### src/include/cache_cfg.svh
`ifndef CACHE_CFG_SVH
`define CACHE_CFG_SVH

// Organisation of the banked cache.
`define CACHE_NUM_BANKS     4
`define CACHE_SETS_PER_BANK 4
`define CACHE_NUM_WAYS      2
`define CACHE_BLOCK_WORDS   4

// Word address, data and request tag widths.
`define CACHE_ADDR_W        12
`define CACHE_DATA_W        32
`define CACHE_TAG_W         4

// Address fields, low to high: offset, bank, set, address tag.
`define CACHE_OFF_W         2
`define CACHE_BANK_W        2
`define CACHE_SET_W         2
`define CACHE_ATAG_W        6
`define CACHE_WAY_W         1

`endif

### src/rtl/cache_ops_pkg.sv
package cache_ops_pkg;

  // Bank FSM.
  // IDLE         waits for an issue from the dispatcher
  // LOOKUP       tag compare, hit access
  // VICTIM_EJECT writes a dirty victim back word by word
  // BLOCK_PULL   reads the missing block word by word
  // INSTALL      writes the pulled block into the victim way
  // RESPOND      holds the response until the merger grants it
  typedef enum logic [2:0] {
    IDLE,
    LOOKUP,
    VICTIM_EJECT,
    BLOCK_PULL,
    INSTALL,
    RESPOND
  } bank_state;

  typedef enum logic {
    OP_READ,
    OP_WRITE
  } mem_op;

endpackage

### src/rtl/bank_dispatch.sv
`include "cache_cfg.svh"

module bank_dispatch (
  input  logic                         CLK,
  input  logic                         nRST,
  input  logic                         req,
  input  cache_ops_pkg::mem_op         req_op,
  input  logic [`CACHE_ADDR_W-1:0]     req_addr,
  input  logic [`CACHE_DATA_W-1:0]     req_wdata,
  input  logic [`CACHE_TAG_W-1:0]      req_tag,
  input  logic [`CACHE_NUM_BANKS-1:0]  bank_busy,
  output logic                         stall,
  output logic [`CACHE_NUM_BANKS-1:0]  bank_req,
  output cache_ops_pkg::mem_op         bank_op,
  output logic [`CACHE_ADDR_W-1:0]     bank_addr,
  output logic [`CACHE_DATA_W-1:0]     bank_wdata,
  output logic [`CACHE_TAG_W-1:0]      bank_tag
);
  import cache_ops_pkg::*;

  logic                     held_valid;
  mem_op                    held_op;
  logic [`CACHE_ADDR_W-1:0] held_addr;
  logic [`CACHE_DATA_W-1:0] held_wdata;
  logic [`CACHE_TAG_W-1:0]  held_tag;
  logic [`CACHE_BANK_W-1:0] target;
  logic                     issue;

  assign target = held_addr[`CACHE_OFF_W +: `CACHE_BANK_W];
  assign issue  = held_valid && !bank_busy[target];
  assign stall  = held_valid && bank_busy[target]; // Holder frees in the issue cycle.

  always_comb begin
    bank_req = '0;
    if (issue) bank_req[target] = 1'b1;
  end

  assign bank_op    = held_op;
  assign bank_addr  = held_addr;
  assign bank_wdata = held_wdata;
  assign bank_tag   = held_tag;

  always_ff @(posedge CLK or negedge nRST) begin
    if (!nRST) held_valid <= 1'b0;
    else if (req && !stall) held_valid <= 1'b1;
    else if (issue) held_valid <= 1'b0;
  end

  always_ff @(posedge CLK) begin
    if (req && !stall) begin
      held_op    <= req_op;
      held_addr  <= req_addr;
      held_wdata <= req_wdata;
      held_tag   <= req_tag;
    end
  end

endmodule

### config.mk
export PLATFORM = sky130hd
export DESIGN_NAME = bank_dispatch
export DESIGN_NICKNAME = d
export VERILOG_FILES = /design/src/rtl/cache_ops_pkg.sv /design/src/rtl/bank_dispatch.sv
export VERILOG_INCLUDE_DIRS = /design/src /design/src/include
export SDC_FILE = /design/constraint.sdc
export NUM_CORES = 1
export LEC_CHECK = 0
export BUFFER_PORTS_ARGS = -buffer_cell sky130_fd_sc_hd__buf_2
export CAP_MARGIN = 30
export CORE_UTILIZATION = 35
export CTS_CLUSTER_DIAMETER = 40
export CTS_CLUSTER_SIZE = 12
export DETAILED_ROUTE_END_ITERATION = 16
export PLACE_DENSITY = 0.71
export REMOVE_ABC_BUFFERS = 1
export SLEW_MARGIN = 20
export SYNTH_ARGS = -nofsm -noshare
export SYNTH_HDL_FRONTEND = slang
export SYNTH_SLANG_ARGS = --single-unit
### constraint.sdc
create_clock -name CLK -period 2.27 [get_ports CLK]
set_input_delay 0.1135 -clock CLK [delete_from_list [all_inputs] [get_ports CLK]]
set_output_delay 0.1135 -clock CLK [all_outputs]
set_load 0.005 [all_outputs]
== Word-level counts from Yosys, hierarchy flattened ==
Cells that the tools add are included.

* Register bits: 50
* Word-level logic and storage cells: 21
* Output and inout bits: 54
* Input bits: 56

* Reduce and logical (&&, ||, !) cells: 7
* Magnitude comparators: 2
* Muxes and demuxes: 7

{| class="wikitable"
|+ Operators with widths
! cell !! number
|-
| logical AND 1 bit || 4
|-
| 2-to-1 mux 1 bit || 4
|-
| 2-to-1 mux 4 bit || 1
|-
| less-than comparator 2 x 3 -> 1 bit, second input constant || 1
|-
| binary-select mux 1 bit (select 2 bit) || 1
|-
| demux 1 bit (select 2 bit) || 1
|-
| >= comparator 2 x 1 -> 1 bit, second input constant || 1
|-
| zero test 1 bit || 2
|-
| nonzero test 2 bit || 1
|}

== Logic depth before layout (Yosys ltp) ==
* Depth in word-level cells: 6
* Gate-level depth with buffers: 2
* Gate-level depth less buffers: 2

== Worst setup path before layout ==
Ideal clock, no wire load.

* Path kind: flip-flop to flip-flop
* Start point: register held_addr[3], in the netlist bank_addr[3]
* End point: register held_addr[0], in the netlist bank_addr[0] (enable)
* Path slack: -0.191 ns
* Path buffers: 0
* Required time: 1.857 ns
* Period minus slack after synthesis: 2.461 ns
* Library setup time: 0.413 ns
* Arrival time: 2.047 ns
* Cell stages (with the launch flop): 3
* Path through: edfxtp_1 -> mux2i_1 -> o221a_1

* Longest elaborated chain between the ends: 5

{| class="wikitable"
|+ Ends and longest elaborated chain
! item !! RTL line !! RTL
|-
| start: declaration || bank_dispatch.sv:23 || <nowiki>logic [`CACHE_ADDR_W-1:0] held_addr;</nowiki>
|-
| start signal: assignment || bank_dispatch.sv:52 || <nowiki>held_addr <= req_addr;</nowiki>
|-
| binary-select mux 1 bit (select 2 bit) || bank_dispatch.sv:31 || <nowiki>assign stall = held_valid && bank_busy[target];</nowiki>
|-
| 2-to-1 mux 1 bit (implied by the code) || bank_dispatch.sv:31 ||
|-
| logical AND 1 bit || bank_dispatch.sv:31 ||
|-
| zero test 1 bit || bank_dispatch.sv:50 || <nowiki>if (req && !stall) begin</nowiki>
|-
| logical AND 1 bit || bank_dispatch.sv:50 ||
|}

Every way passes these cells. The select of a mux whose other input is x is not followed.
A chain may end at the register's enable or synchronous reset.

== Final worst setup path ==
* Start point: register held_addr[3], in the netlist bank_addr[3]
* End point: register held_wdata[10], in the netlist bank_wdata[10] (enable)

* Longest elaborated chain between the ends: 5

{| class="wikitable"
|+ Ends and longest elaborated chain
! item !! RTL line !! RTL
|-
| binary-select mux 1 bit (select 2 bit) || bank_dispatch.sv:31 ||
|-
| 2-to-1 mux 1 bit (implied by the code) || bank_dispatch.sv:31 ||
|-
| logical AND 1 bit || bank_dispatch.sv:31 ||
|-
| zero test 1 bit || bank_dispatch.sv:50 ||
|-
| logical AND 1 bit || bank_dispatch.sv:50 ||
|-
| end signal: assignment || bank_dispatch.sv:53 || <nowiki>held_wdata <= req_wdata;</nowiki>
|-
| end: declaration || bank_dispatch.sv:24 || <nowiki>logic [`CACHE_DATA_W-1:0] held_wdata;</nowiki>
|}

Every way passes these cells. The select of a mux whose other input is x is not followed.

==> metrics.txt <==
outcome completed; number of buffers created by CTS 5; vias per std cell 4.39; area grow syn2layout 78.7%; power consumption 1990 uW; Total GRT Usage 17.5%; # setup viols final 0; mapped cell area 1580 um2; Antenna Violating Nets Remaining 0; row count 24; Syn. warnings 0; HP Class in -> reg; WP data required 2.27 ns; register area share after synthesis 94.6%; met1 Use GR 19.1%; share of cells above drive strength 1 51.7%; Crit Path Class reg -> reg; number of library cell types mapped by synthesis 11; via count 1237; post-layout minimum cycle time 1.72 ns; postcts setup bufs 0; GRT met3 Usage 7.41%; Die Span Y 69.2 um; most frequent cells after synthesis 49 x edfxtp_1, 2 x mux2i_1, 2 x nor3_1, 2 x nor3b_1; gr busiest metal met2; 1st-iter DRT viols 69; crit path cell chain mux2i_1 -> o221a_2 -> buf_12; Slew Viols, Final 0; relative slew slack 79.9%; core area 4350 um2; unrepaired setup endpoints after global routing no; fmax 582 MHz; final hold vios 0; Yosys reg bits 50; CTS tree yes; Yosys top cell by area edfxtp_1; top-area cell type share of the netlist area 93.0%; async set-reset flop share out of synthesis 2.00%; Initial Utilization 36.3%; fin crit share 75.7%; Clock transition at path regs 0.10 ns; number of flops mapped to enable cells by yosys 49; Power per Cell Area 705 nW/um2; most frequent cell after synthesis edfxtp_1; worst-case clock buffer depth 2; met2 usage 31.1%; Clock Latency Late Sink 0.31 ns; Ports 110; Residual DRC 0; 1st-pass router iterations 4; DIE AREA 4790 um2; Leakage 0.00121 uW; Synth Instances 62; Final GP Congestion 0.817; syn_area_per_cell 25.5 um2; Worst-Margin Slew 0.293 ns; Max-cap violations 0; H-Tree Depth 2; Worst Setup End Kind flip-flop; VDD IR-drop max 0.000373 V; largest net degree at the start of global routing 50; vias in the first global route 1240; Clock Skew 0.00939 ns; crit path max fanout 49; CTS resizes 0; total grt overflow 0; CTS sink count 50; CP max stage cell edfxtp_1; first-pass GRT wire length 6180 um; # nets final 285; WHS 0.0336 ns; width of the chip 69.2 um; predominant post-synthesis flop cell edfxtp_1; final wirelength 4110 um; initial antenna violation count 0; CP arrival 1.71 ns; # diodes 0; max incr delay on CP 0.49 ns; Startpoint Class flip-flop; Post-CTS Hold Fix Bufs 50; Avg WL per Cell 14.6 um; synth top area cells edfxtp_1 93%, dfrtp_1 1.6%, mux2i_1 1.3%; root buffer cell clkbuf_8; PortBufs 109
-- flip-flops by register name, summed over array words and instances (netlist names) --
| register | cells |
|---|---|
| bank_addr | 12 |
| bank_op | 1 |
| bank_tag | 4 |
| bank_wdata | 32 |
| held_valid | 1 |
-- per-layer routing --
metal,share of wire [%],wire length (um)
met1,37,1510
met2,53,2170
met3,9.2,378
met4,1.0,42
met5,0,0
-- cells by family after synthesis --
group / count (synthesis) / synth area share (%)
flip-flops: 50 / 94.6
buffers and inverters: 1 / 0.237
AO/OA/AOI/OAI: 3 / 1.66
AND/OR/NAND/NOR: 6 / 2.21
multiplexers: 2 / 1.27
-- critical path: cells and delay by family, from the launching register on --
kind | cells | cell delay (ns)
AO/OA/AOI/OAI | 1 | 0.28
buffers and inverters | 1 | 0.26
flip-flops | 1 | 0.49
multiplexers | 1 | 0.35
-- cells in the final DEF, fill, tap and decap left out --
master,instances
bufinv_16,1
nand2b_1,1
edfxtp_1,49
mux2i_1,2
clkinvlp_4,2
buf_2,109
o22ai_1,1
dlygate4sd3_1,50
inv_1,1
o221a_2,1
buf_12,1
nand2_1,1
o221ai_1,1
dfrtp_1,1
clkbuf_8,5
nor3b_1,2
nor3_1,2
-- layout make-up --
cell class	instances	area, um2
Clock inverter	3	45.0
Fill cell	323	1530
Multi-Input combinational cell	11	81.3
Clock buffer	5	68.8
Tap cell	52	65.1
Inverter	1	3.75
Sequential cell	50	1500
Timing Repair Buffer	160	1070
-- worst paths after layout --
kind                              start             end  slack [ns]  cells past startpoint
max                        bank_addr[3]  bank_wdata[10]        0.55                      3
min                                 req      held_valid        0.03                      3
max reg2reg                bank_addr[3]  bank_wdata[10]        0.55                      3
min reg2reg                  held_valid      held_valid        0.71                      2
max in group asynchronous          nRST      held_valid        2.06                      2
min in group asynchronous          nRST      held_valid        0.13                      2
-- per-stage QoR --
stage / setup TNS [ns] / utilization (%) / setup slack [ns] / area (um2) / instances
floorplan: -9.35 / - / -0.191 / 1580 / 62
global placement: 0 / 50.8 / 0.688 / 2210 / 224
detailed placement: 0 / 50.8 / 0.633 / 2210 / 224
CTS: 0 / 64.9 / 0.625 / 2830 / 282
global route: 0 / 64.9 / 0.482 / 2830 / 282
finish: 0 / 64.9 / 0.553 / 2830 / 282
-- where the power goes --
part / internal, uW / total [uW] / switching [uW] / leakage (uW)
sequential: 1090 / 1110 / 18.7 / 0.000479
clock: 328 / 632 / 304 / 0.0000504
combinational: 144 / 247 / 103 / 0.000686
(Power assumes the default switching activity.)
