[config.mk]
export PLATFORM = sky130hd
export DESIGN_NAME = rr_merge
export DESIGN_NICKNAME = d
export VERILOG_FILES = /design/src/rtl/rr_merge.sv
export SDC_FILE = /design/constraint.sdc
export NUM_CORES = 1
export LEC_CHECK = 0
export ABC_AREA = 1
export BUFFER_PORTS_ARGS = -buffer_cell sky130_fd_sc_hd__buf_2
export CAP_MARGIN = 30
export CORE_AREA = 2 2 39 41
export CTS_BUF_LIST = sky130_fd_sc_hd__clkbuf_4 sky130_fd_sc_hd__clkbuf_8 sky130_fd_sc_hd__clkbuf_16
export DETAILED_ROUTE_END_ITERATION = 10
export DIE_AREA = 0 0 41 43
export SETUP_SLACK_MARGIN = 0.05
export SKIP_LAST_GASP = 1
export SLEW_MARGIN = 40
export SYNTH_ARGS = -nofsm -noshare
export SYNTH_HDL_FRONTEND = slang
export SYNTH_SLANG_ARGS = --single-unit
[constraint.sdc]
create_clock -name CLK -period 2 [get_ports CLK]
set_clock_uncertainty 0.15 [all_clocks]
set_input_delay 0.3 -clock CLK [delete_from_list [all_inputs] [get_ports CLK]]
set_output_delay 0.3 -clock CLK [all_outputs]
set_load 0.02 [all_outputs]
[src/rtl/rr_merge.sv]
module rr_merge #(
  parameter type payload_t = logic,
  parameter int  N         = 4
) (
  input  logic         CLK,
  input  logic         nRST,
  input  logic [N-1:0] in_req,
  input  payload_t     in_data [N],
  input  logic         hold,
  output logic [N-1:0] gnt,
  output logic         out_valid,
  output payload_t     out_data
);

  localparam int IDX_W = (N > 1) ? $clog2(N) : 1;

  logic [IDX_W-1:0] ptr;
  logic [IDX_W-1:0] sel;
  logic             found;
  logic             grant_ok;

  // First requester at or after the pointer wins.
  always_comb begin
    sel   = ptr;
    found = 1'b0;
    for (int k = N - 1; k >= 0; k--) begin
      if (in_req[(int'(ptr) + k) % N]) begin
        sel   = IDX_W'((int'(ptr) + k) % N);
        found = 1'b1;
      end
    end
  end

  assign grant_ok = found && !hold;

  always_comb begin
    gnt = '0;
    if (grant_ok) gnt[sel] = 1'b1;
  end

  always_ff @(posedge CLK or negedge nRST) begin
    if (!nRST) begin
      out_valid <= 1'b0;
      ptr       <= '0;
    end else begin
      out_valid <= grant_ok;
      if (grant_ok) ptr <= (int'(sel) == N - 1) ? '0 : sel + 1'b1; // Winner drops to last.
    end
  end

  always_ff @(posedge CLK) begin
    if (grant_ok) out_data <= in_data[sel];
  end

endmodule

== Yosys cells after proc, flatten, opt, wreduce, memory -nomap -nowiden ==
Index checks and enable logic that the tools add are counted.
Storage, ports and cells
  flip-flop bits (word level): 4
  output and inout bits: 6
  word-level logic and storage cells: 51
Cells by class
  add/subtract/negate cells: 4
  magnitude comparators: 7
  eq/ne operators: 1
  multiplexer cells: 26
  bitwise operators: 4
  reduce and logical (&&, ||, !) cells: 6
Operator list (number)
  1-bit two-way mux: 14
  3-bit by 4-bit < comparator with 1-bit output, second input constant: 3
  1-bit binary-select mux with 2-bit select: 5
  2-bit two-way mux: 5
  2-bit by 3-bit < comparator with 1-bit output, second input constant: 2
  2-bit OR reduction: 3
  2-bit by 1-bit adder with 2-bit output, second input constant: 2
  2-bit adder, second input constant: 2
  4-bit two-way mux: 1
  1-bit AND, first input constant: 3
  3-bit >= comparator, second input constant: 1
  2-bit inverter with 3-bit output: 1
  1-bit demux with 2-bit select: 1
  2-bit by 1-bit equality test with 1-bit output, second input constant: 1
  2-bit by 1-bit >= comparator with 1-bit output, second input constant: 1
  1-bit logical AND: 2
  1-bit zero test: 1

== Longest topological paths before layout ==
Gate-level depths: netlist (run 1).
  depth in word-level cells: 15
  mapped depth: 15

== Worst setup path after synthesis (run 1) ==
Ideal clock, no wire load.
  path type: reg2out
  start point: register ptr[0]
  end point: output gnt[3]
  arrival time: 1.481 ns
  required time: 1.550 ns
  setup slack: 0.069 ns
  cell stages (with the launch flop): 13
  path buffers: 1
  cells stage by stage: dfrtp_1 buf_6 inv_6 nand2_1 nand2_2 nand2_2 nand2_2 inv_2 nand2_2 nand4_2 nand2_2 nand2_1 nor2_1
On the way
  longest elaborated chain between the ends: 13
  elaborated cells between the ends (all ways): 29
RTL lines
  start, declared: line 17  | logic [IDX_W-1:0] ptr;
  start signal, assigned: line 47  | if (grant_ok) ptr <= (int'(sel) == N - 1) ? '0 : sel + 1'b1;
  2-bit adder: line 27, 28
  1-bit binary-select mux with 2-bit select: line 27  | if (in_req[(int'(ptr) + k) % N]) begin
  1-bit two-way mux (not written as such) (2 in series): line 27
  2-bit two-way mux (4 in series): line 27
  2-bit by 3-bit < comparator with 1-bit output (not written as such) / 2-bit by 1-bit >= comparator with 1-bit output (equally long branches): line 38  | if (grant_ok) gnt[sel] = 1'b1;
  1-bit logical AND (not written as such): line 38
  1-bit two-way mux (not written as such): line 38
  1-bit demux with 2-bit select: line 38
  4-bit two-way mux (*): line 38
  end, declared: line 10  | output logic [N-1:0] gnt,
Every way passes the cells marked *; elsewhere a longest branch is shown, timed or not. The select of a mux whose other input is x is not followed.

== Worst setup path in the final report (run 1) ==
  start point: register ptr[0]
  end point: output gnt[0]
On the way
  elaborated cells between the ends (all ways): 29
RTL lines
  2-bit adder: line 27
  1-bit binary-select mux with 2-bit select: line 27
  1-bit two-way mux (not written as such) (2 in series): line 27
  1-bit two-way mux (3 in series): line 27
  1-bit two-way mux (*): line 27
  1-bit logical AND (*): line 34  | assign grant_ok = found && !hold;
  via grant_ok: line 20  | logic grant_ok;
  4-bit two-way mux (*): line 38
The timed path passes the listed nets; every way through them passes the cells marked *. The select of a mux whose other input is x is not followed.

==> impl_summary.log, run 1 <==
[metrics] maximum fanout encountered on the critical timing path: 8
[metrics] antenna fix cells: 0
[metrics] post-layout worst setup margin: -0.284 ns
[metrics] layout overhead on the synthesized area: 97.9%
[metrics] share of async-settable or async-resettable flops after synthesis: 75.0%
[metrics] number of port buffers: 16
[metrics] number of nets in the synthesized netlist: 88
[metrics] setup-violating endpoint count in the final report: 5
[metrics] Max Buffers Root-to-Sink: 2
[metrics] total vias in the final route: 648
[metrics] GR Overflow Total: 0
[metrics] type of origin of the critical path: flop
[metrics] via count of the first global-routing pass: 544
[metrics] total placed cells including tap cells: 119
[metrics] effective utilization at floorplan: 33.7%
[metrics] startpoint of the most critical setup path: ptr[0]
[metrics] final design instance area without fill: 923 sq um
[metrics] clock insertion delay at the later pin of the skew report: 0.25 ns
[metrics] Net count, final: 127
[metrics] CTS clk-pin slew, worst paths: 0.04 ns
[metrics] full die area: 1760 sq um
[metrics] share of final-layout standard cells stronger than drive strength 1: 67.8%
[metrics] Max Cap Violations: 0
[metrics] H-tree depth: 1
[metrics] Period minus WS final: 2.28 ns
[metrics] leading post-synthesis cells by instance count: 26 x nand2_1, 14 x nand3_1, 11 x nand2_2
[metrics] count of different cell masters after synthesis: 16
[metrics] overall routing resource usage: 16.1%
[metrics] unrepaired setup endpoints after global routing: true
[metrics] placement-stage cell area: 651 sq um
[metrics] count of pins on the block boundary: 17
[metrics] critical path class: flop to primary output
[metrics] sink count of the clock tree: 4
[metrics] die height: 43 um
[metrics] cell accounting for the most synthesized area: nand2_1
[metrics] final wirelength: 1.59 mm
[metrics] cell with the most instances after synthesis: nand2_1
[metrics] sort of element at the end of the critical path: primary output
[metrics] ranking of synthesized cells by area: nand2_1 21%, dfrtp_1 16%, nand3_1 15%
[metrics] fraction of synthesized cell area taken by the top area cell type: 20.9%
[metrics] Period Utilization, post-route: 114%
[metrics] final estimated routing congestion in global placement: 0.779
[metrics] x dimension of the die: 41 um
[metrics] CTS tree: yes
[metrics] cells after synthesis: 77
[metrics] maximum number of pins on one net before global-route repair: 9
[metrics] Worst Reg-to-Reg Cells: 17
[metrics] Max Fclk: 0.438 GHz
[metrics] violations in the final reports: negative setup slack
[metrics] worst-margin pin slew: 0.211 ns
[metrics] DRC violations left: 0
[metrics] Syn Std Cell Area: 467 sq um
[metrics] Min-Delay Path Class: input port to asynchronous set/reset pin
[metrics] run status: finished, violations left
[metrics] initial antenna violation count: 0
[metrics] CP required: 1.55 ns
[metrics] worst hold slack after final layout: 0.224 ns
[metrics] most used flip-flop cell after synthesis: dfrtp_1
[metrics] detailed-placement wirelength estimate: 890 um
[metrics] CP arrival: 1.83 ns
[metrics] Final Util: 66.7%
[metrics] total clock buffers created by CTS: 3
[metrics] synthesized flop and latch total: 4
[metrics] count of final max-slew check failures: 0
[metrics] post-detailed-route via-to-cell ratio: 4.95
[metrics] iteration count of the initial detailed-routing pass: 4
[metrics] number of enable flip-flop cells after synthesis: 1
[metrics] final cell count without fillers: 131
[metrics] final-report hold violation count: 0
[metrics] routed length per placed instance: 12.1 um
[metrics] share of synthesized area occupied by flip-flops and latches: 22.5%
[metrics] syn_area_per_cell: 6.06 sq um
[metrics] worst relative slew slack: 85.9%
[metrics] root buf cell: clkbuf_4
[metrics] final antenna-violating net count: 0
[metrics] Core Box Area: 1380 sq um
[metrics] Cell Rows: 14
[metrics] number of violations reported at the end of detailed-routing iteration 0: 19
[metrics] total number of yosys warnings: 0
[metrics] first-pass GRT wire length: 1.98 mm
[metrics] source of the worst register-to-register timing path: ptr[0]
[critical path: stages (launching register included)]
cell,delay [ns]
dfrtp_1,0.37
buf_12,0.14
clkinv_8,0.06
nand2_1,0.09
nand3_1,0.12
nand2_2,0.11
nor2_1,0.07
a21oi_4,0.23
nand3_2,0.10
nor2_1,0.12
buf_4,0.15
[cell families (layout without fill, tap and decap cells)]
family	after synthesis	count (layout)	share of synthesized area [%]
AOI/OAI and AO/OA	2	2	4.56
buffers and inverters	13	51	13.1
and+or+nand+nor	58	58	59.8
DFF	4	4	22.5
[routing by layer]
metal  vias up  track usage [%]  part of all wire, %
met3         8                0                  2.8
met2        19             26.9                   53
met1       301             19.7                   39
li1        320                -                    -
met4         0             8.67                  5.7
met5         -                0                    0
[cell usage in the layout, fill, tap and decap left out]
cell type      Yosys  routed
nand3_1           14       5
inv_2              3       3
buf_4              0      19
nor2_2             1       1
clkbuf_4           0       4
inv_4              0       2
dlygate4sd3_1      0       1
nand3_4            0       2
dfrtp_2            0       1
nor2_1             3       3
nand2_1           26      16
edfxtp_1           1       1
o21ai_0            1       1
buf_2              0      12
a21oi_4            1       1
nand3_2            0       7
nand2_2           11      10
clkinv_8           0       1
inv_1              8       6
buf_12             0       1
buf_6              1       2
dfrtp_1            3       2
nand2_4            0      11
or2_1              1       1
nand4_4            0       1
nand4_1            1       1
[cell type report]
class,count,area (sq um)
flip-flops and latches,4,106
repair buffers,35,255
multi-input cells,60,449
inverters,12,62.6
fillers,111,460
clock buffers,4,30.0
well taps,16,20.0
[worst paths after layout]
path / to / slack [ns]
max: gnt[0] / -0.28
min: ptr[1] / 0.22
max reg2reg: out_data / -0.20
min reg2reg: ptr[1] / 0.64
max in group asynchronous: ptr[1] / 1.36
min in group CLK: out_valid / 0.24
[registers in the layout, summed over array words and instances, names as in the netlist]
register	flops
out_data	1
out_valid	1
ptr	2
[what timing repair did]
| action | CTS | global route |
|---|---|---|
| buffers inserted | 4 | 3 |
| hold buffers | 1 | 0 |
| gates resized for setup | 11 | 35 |
| setup endpoints to repair | 5 | 6 |
| endpoints found under the hold margin | 3 | 0 |
| pin swaps | 0 | 20 |
[per-stage QoR]
| step | setup slack, ns | TNS [ns] |
|---|---|---|
| after global routing | -0.365 | -1.68 |
| after floorplan | 0.0691 | 0 |
| after detailed placement | 0.00303 | 0 |
| after CTS | -0.233 | -0.839 |
| after global placement | 0.00971 | 0 |
| final | -0.284 | -1.30 |
Power of run 1 is not shown: default switching activity piles up to over one toggle a cycle in this logic, so the estimate is an artifact.
==> run 2: changes to the inputs <==
--- a/config.mk
+++ b/config.mk
@@ -6,12 +6,14 @@
 export NUM_CORES = 1
 export LEC_CHECK = 0
 export ABC_AREA = 1
+export ABC_CLOCK_PERIOD_IN_PS = 2000
 export BUFFER_PORTS_ARGS = -buffer_cell sky130_fd_sc_hd__buf_2
 export CAP_MARGIN = 30
 export CORE_AREA = 2 2 39 41
 export CTS_BUF_LIST = sky130_fd_sc_hd__clkbuf_4 sky130_fd_sc_hd__clkbuf_8 sky130_fd_sc_hd__clkbuf_16
 export DETAILED_ROUTE_END_ITERATION = 10
 export DIE_AREA = 0 0 41 43
+export PLACE_DENSITY = 0.66
 export SETUP_SLACK_MARGIN = 0.05
 export SKIP_LAST_GASP = 1
 export SLEW_MARGIN = 40
==> run 2 against run 1 <==
Compared with the run above: the flow still finishes with violations (negative setup slack); utilization is 4.2 points higher; register-to-register slack better by 0.02 ns; non-clock buffer count up 3; die area unchanged; sequential cell count unchanged; worst setup slack worse by 0.016 ns; final cell count rose by 2.3%; clock-buffer cell count did not move; sequential share of layout area shrank 0.68 points; design area is 6.2% higher; critical path depth is the same; worst hold slack gained 0.013 ns; critical path type unchanged; critical endpoint is now gnt[2]; largest cell class unchanged; highest routed layer unchanged.
==> impl_summary.log, run 2 (same netlist as run 1, synthesis figures left out) <==
[metrics] run status: finished, violations left
[metrics] violations in the final reports: negative setup slack
[metrics] final-report hold violation count: 0 (unchanged)
[metrics] most common cell after layout, fill and taps aside: buf_4
[metrics] die height: 43 um (unchanged)
[metrics] most frequent cells in the layout: 20 x buf_4, 13 x nand2_2, 12 x nand2_4, 12 x nand2_1, 12 x buf_2
[metrics] type of origin of the critical path: flop
[metrics] final wirelength: 1.76 mm (+11%)
[metrics] final estimated routing congestion in global placement: 0.786 (+0.87%)
[metrics] cell type with the highest occurrence count on the critical path: nand2_2
[metrics] antenna fix cells: 0 (unchanged)
[metrics] placement-stage cell area: 666 sq um (+2.3%)
[metrics] Reg2Reg Setup Slack: -0.18 ns (+0.02 ns)
[metrics] worst-margin pin slew: 0.246 ns (+0.0349 ns)
[metrics] total vias in the final route: 670 (+3.4%)
[metrics] post-detailed-route via-to-cell ratio: 5.00 (+1.1%)
[metrics] slowest stage delay, CP: 0.37 ns (about the same)
[metrics] number of port buffers: 16 (unchanged)
[metrics] total clock buffers created by CTS: 3 (unchanged)
[metrics] initial antenna violation count: 0 (unchanged)
[metrics] GR Overflow Total: 0 (unchanged)
[metrics] count of pins on the block boundary: 17 (unchanged)
[metrics] first-pass GRT wire length: 2.37 mm (+20%)
[metrics] via count of the first global-routing pass: 621 (+14%)
[metrics] Max Cap Violations: 0 (unchanged)
[metrics] total placed cells including tap cells: 121 (+1.7%)
[metrics] final antenna-violating net count: 0 (unchanged)
[metrics] routed length per placed instance: 13.1 um (+8.3%)
[metrics] share of final-layout standard cells stronger than drive strength 1: 74.6% (+6.8 points)
[metrics] full die area: 1760 sq um (unchanged)
[metrics] iteration count of the initial detailed-routing pass: 4 (unchanged)
[metrics] detailed-placement wirelength estimate: 976 um (+9.7%)
[metrics] Bufs and invs on worst path: 4 (+1)
[metrics] CTS tree: yes
[metrics] post-layout worst setup margin: -0.301 ns (-0.0163 ns)
[metrics] most flop-heavy register: ptr
[metrics] number of violations reported at the end of detailed-routing iteration 0: 10 (-9)
[metrics] overall routing resource usage: 19.3% (+3.2 points)
[metrics] setup-violating endpoint count in the final report: 5 (unchanged)
[metrics] critical path class: flop to primary output
[metrics] category of cells accounting for the largest share of critical-path delay: simple AND/OR/NAND/NOR gates
[metrics] x dimension of the die: 41 um (unchanged)
[metrics] unrepaired setup endpoints after global routing: true
[metrics] Max Fclk: 0.435 GHz (-0.71%)
[metrics] final design instance area without fill: 981 sq um (+6.2%)
[metrics] maximum fanout encountered on the critical timing path: 8 (unchanged)
[metrics] worst hold slack after final layout: 0.237 ns (+0.0127 ns)
[metrics] H-tree depth: 1 (unchanged)
[metrics] Net count, final: 130 (+2.4%)
[metrics] CP arrival: 1.85 ns (+0.02 ns)
[metrics] layout overhead on the synthesized area: 110%
[metrics] sink count of the clock tree: 4 (unchanged)
[metrics] count of final max-slew check failures: 0 (unchanged)
[metrics] top flop regs: ptr (2), out_data (1), out_valid (1)
[metrics] Min-Delay Path Class: input port to asynchronous set/reset pin
[metrics] worst relative slew slack: 83.6% (-2.3 points)
[metrics] maximum number of pins on one net before global-route repair: 9 (unchanged)
[metrics] critical-path cell with the highest stage delay: dfrtp_1
[metrics] Period minus WS final: 2.30 ns (+0.0163 ns)
[metrics] CP required: 1.55 ns (about the same)
[metrics] final cell count without fillers: 134 (+2.3%)
[metrics] effective utilization at floorplan: 33.7% (unchanged)
[metrics] post-placement setup slack: -0.00162 ns (-0.00465 ns)
[metrics] critical path, cell by cell: buf_12 > clkinv_8 > nand2_2 > nand3_1 > nand2_2 > nor2_1 > a21oi_4 > nand4_1 > inv_1 > buf_6
[metrics] CTS clk-pin slew, worst paths: 0.04 ns (about the same)
[metrics] number of fill cells in the layout: 99 (-11%)
[metrics] sort of element at the end of the critical path: primary output
[metrics] Core Box Area: 1380 sq um (unchanged)
[metrics] root buf cell: clkbuf_4
[metrics] DRC violations left: 0 (unchanged)
[metrics] number of flip-flops under the largest register name: 2 (unchanged)
[metrics] clock insertion delay at the later pin of the skew report: 0.24 ns (about the same)
[metrics] Cell Rows: 14 (unchanged)
[metrics] Period Utilization, post-route: 115% (+0.82 points)
[metrics] Max Buffers Root-to-Sink: 2 (unchanged)
run 2: cell types whose count changed in the layout (fill, tap and decap cells not counted):
cell / previous run / this run
nand2_2: 10 / 13
buf_6: 2 / 4
inv_2: 3 / 4
nand2_1: 16 / 12
nand2_4: 11 / 12
buf_4: 19 / 20
inv_1: 6 / 5
nor2_4: 0 / 1
nand3_2: 7 / 8
nand3_1: 5 / 4
nor2_1: 3 / 2
run 2: cell type report:
type / count / area (sq um) / area share, %
Tap cell: 16 / 20.0 / 2.04
Sequential cell: 4 / 106 / 10.8
Timing Repair Buffer: 38 / 285 / 29.1
Multi-Input combinational cell: 60 / 477 / 48.6
Inverter: 12 / 62.6 / 6.38
Clock buffer: 4 / 30.0 / 3.06
run 2: metal layers:
layer	global-route usage, %	part of all wire [%]	up-vias
met5	0	0	-
met4	13.3	1.9	0
met3	0.524	1.6	4
met2	33.4	58	14
met1	20.7	38	325
li1	-	-	327
run 2: final timing paths:
kind | to | depth (start not counted) | from
max | gnt[2] | 10 | ptr[0]
min | ptr[1] | 2 | nRST
max reg2reg | out_data | 16 | ptr[0]
min reg2reg | ptr[1] | 3 | ptr[1]
max in group asynchronous | ptr[1] | 2 | nRST
min in group CLK | out_valid | 3 | hold
run 2: per-stage QoR:
step / utilization [%] / TNS (ns)
finish: 70.9 / -1.23
global route: 70.9 / -1.64
CTS: 57.6 / -0.975
detailed placement: 48.1 / -0.00162
global placement: 48.1 / 0
floorplan: - / 0
run 2: what timing repair did:
item | 4_1_cts | 5_1_grt
pin swaps | 10 | 17
endpoints found under the setup margin | 5 | 7
setup buffers | 4 | 4
resized for setup | 18 | 39
hold endpoints to repair | 3 | 0
hold buffers | 1 | 0
run 2: worst reg2reg max path: stages (launching register included):
cell and delay, ns:
dfrtp_1 0.39, buf_12 0.15, clkinv_8 0.06, nand2_2 0.07
nand2_4 0.08, nand2_2 0.06, nand2_4 0.08, inv_2 0.05
nand2_4 0.09, nand4_4 0.11, buf_6 0.15, buf_4 0.12
buf_4 0.13, nand3_1 0.07, nand2_1 0.05, nand2_1 0.06
nand2_1 0.06
Power of run 2 is left out for the same reason.
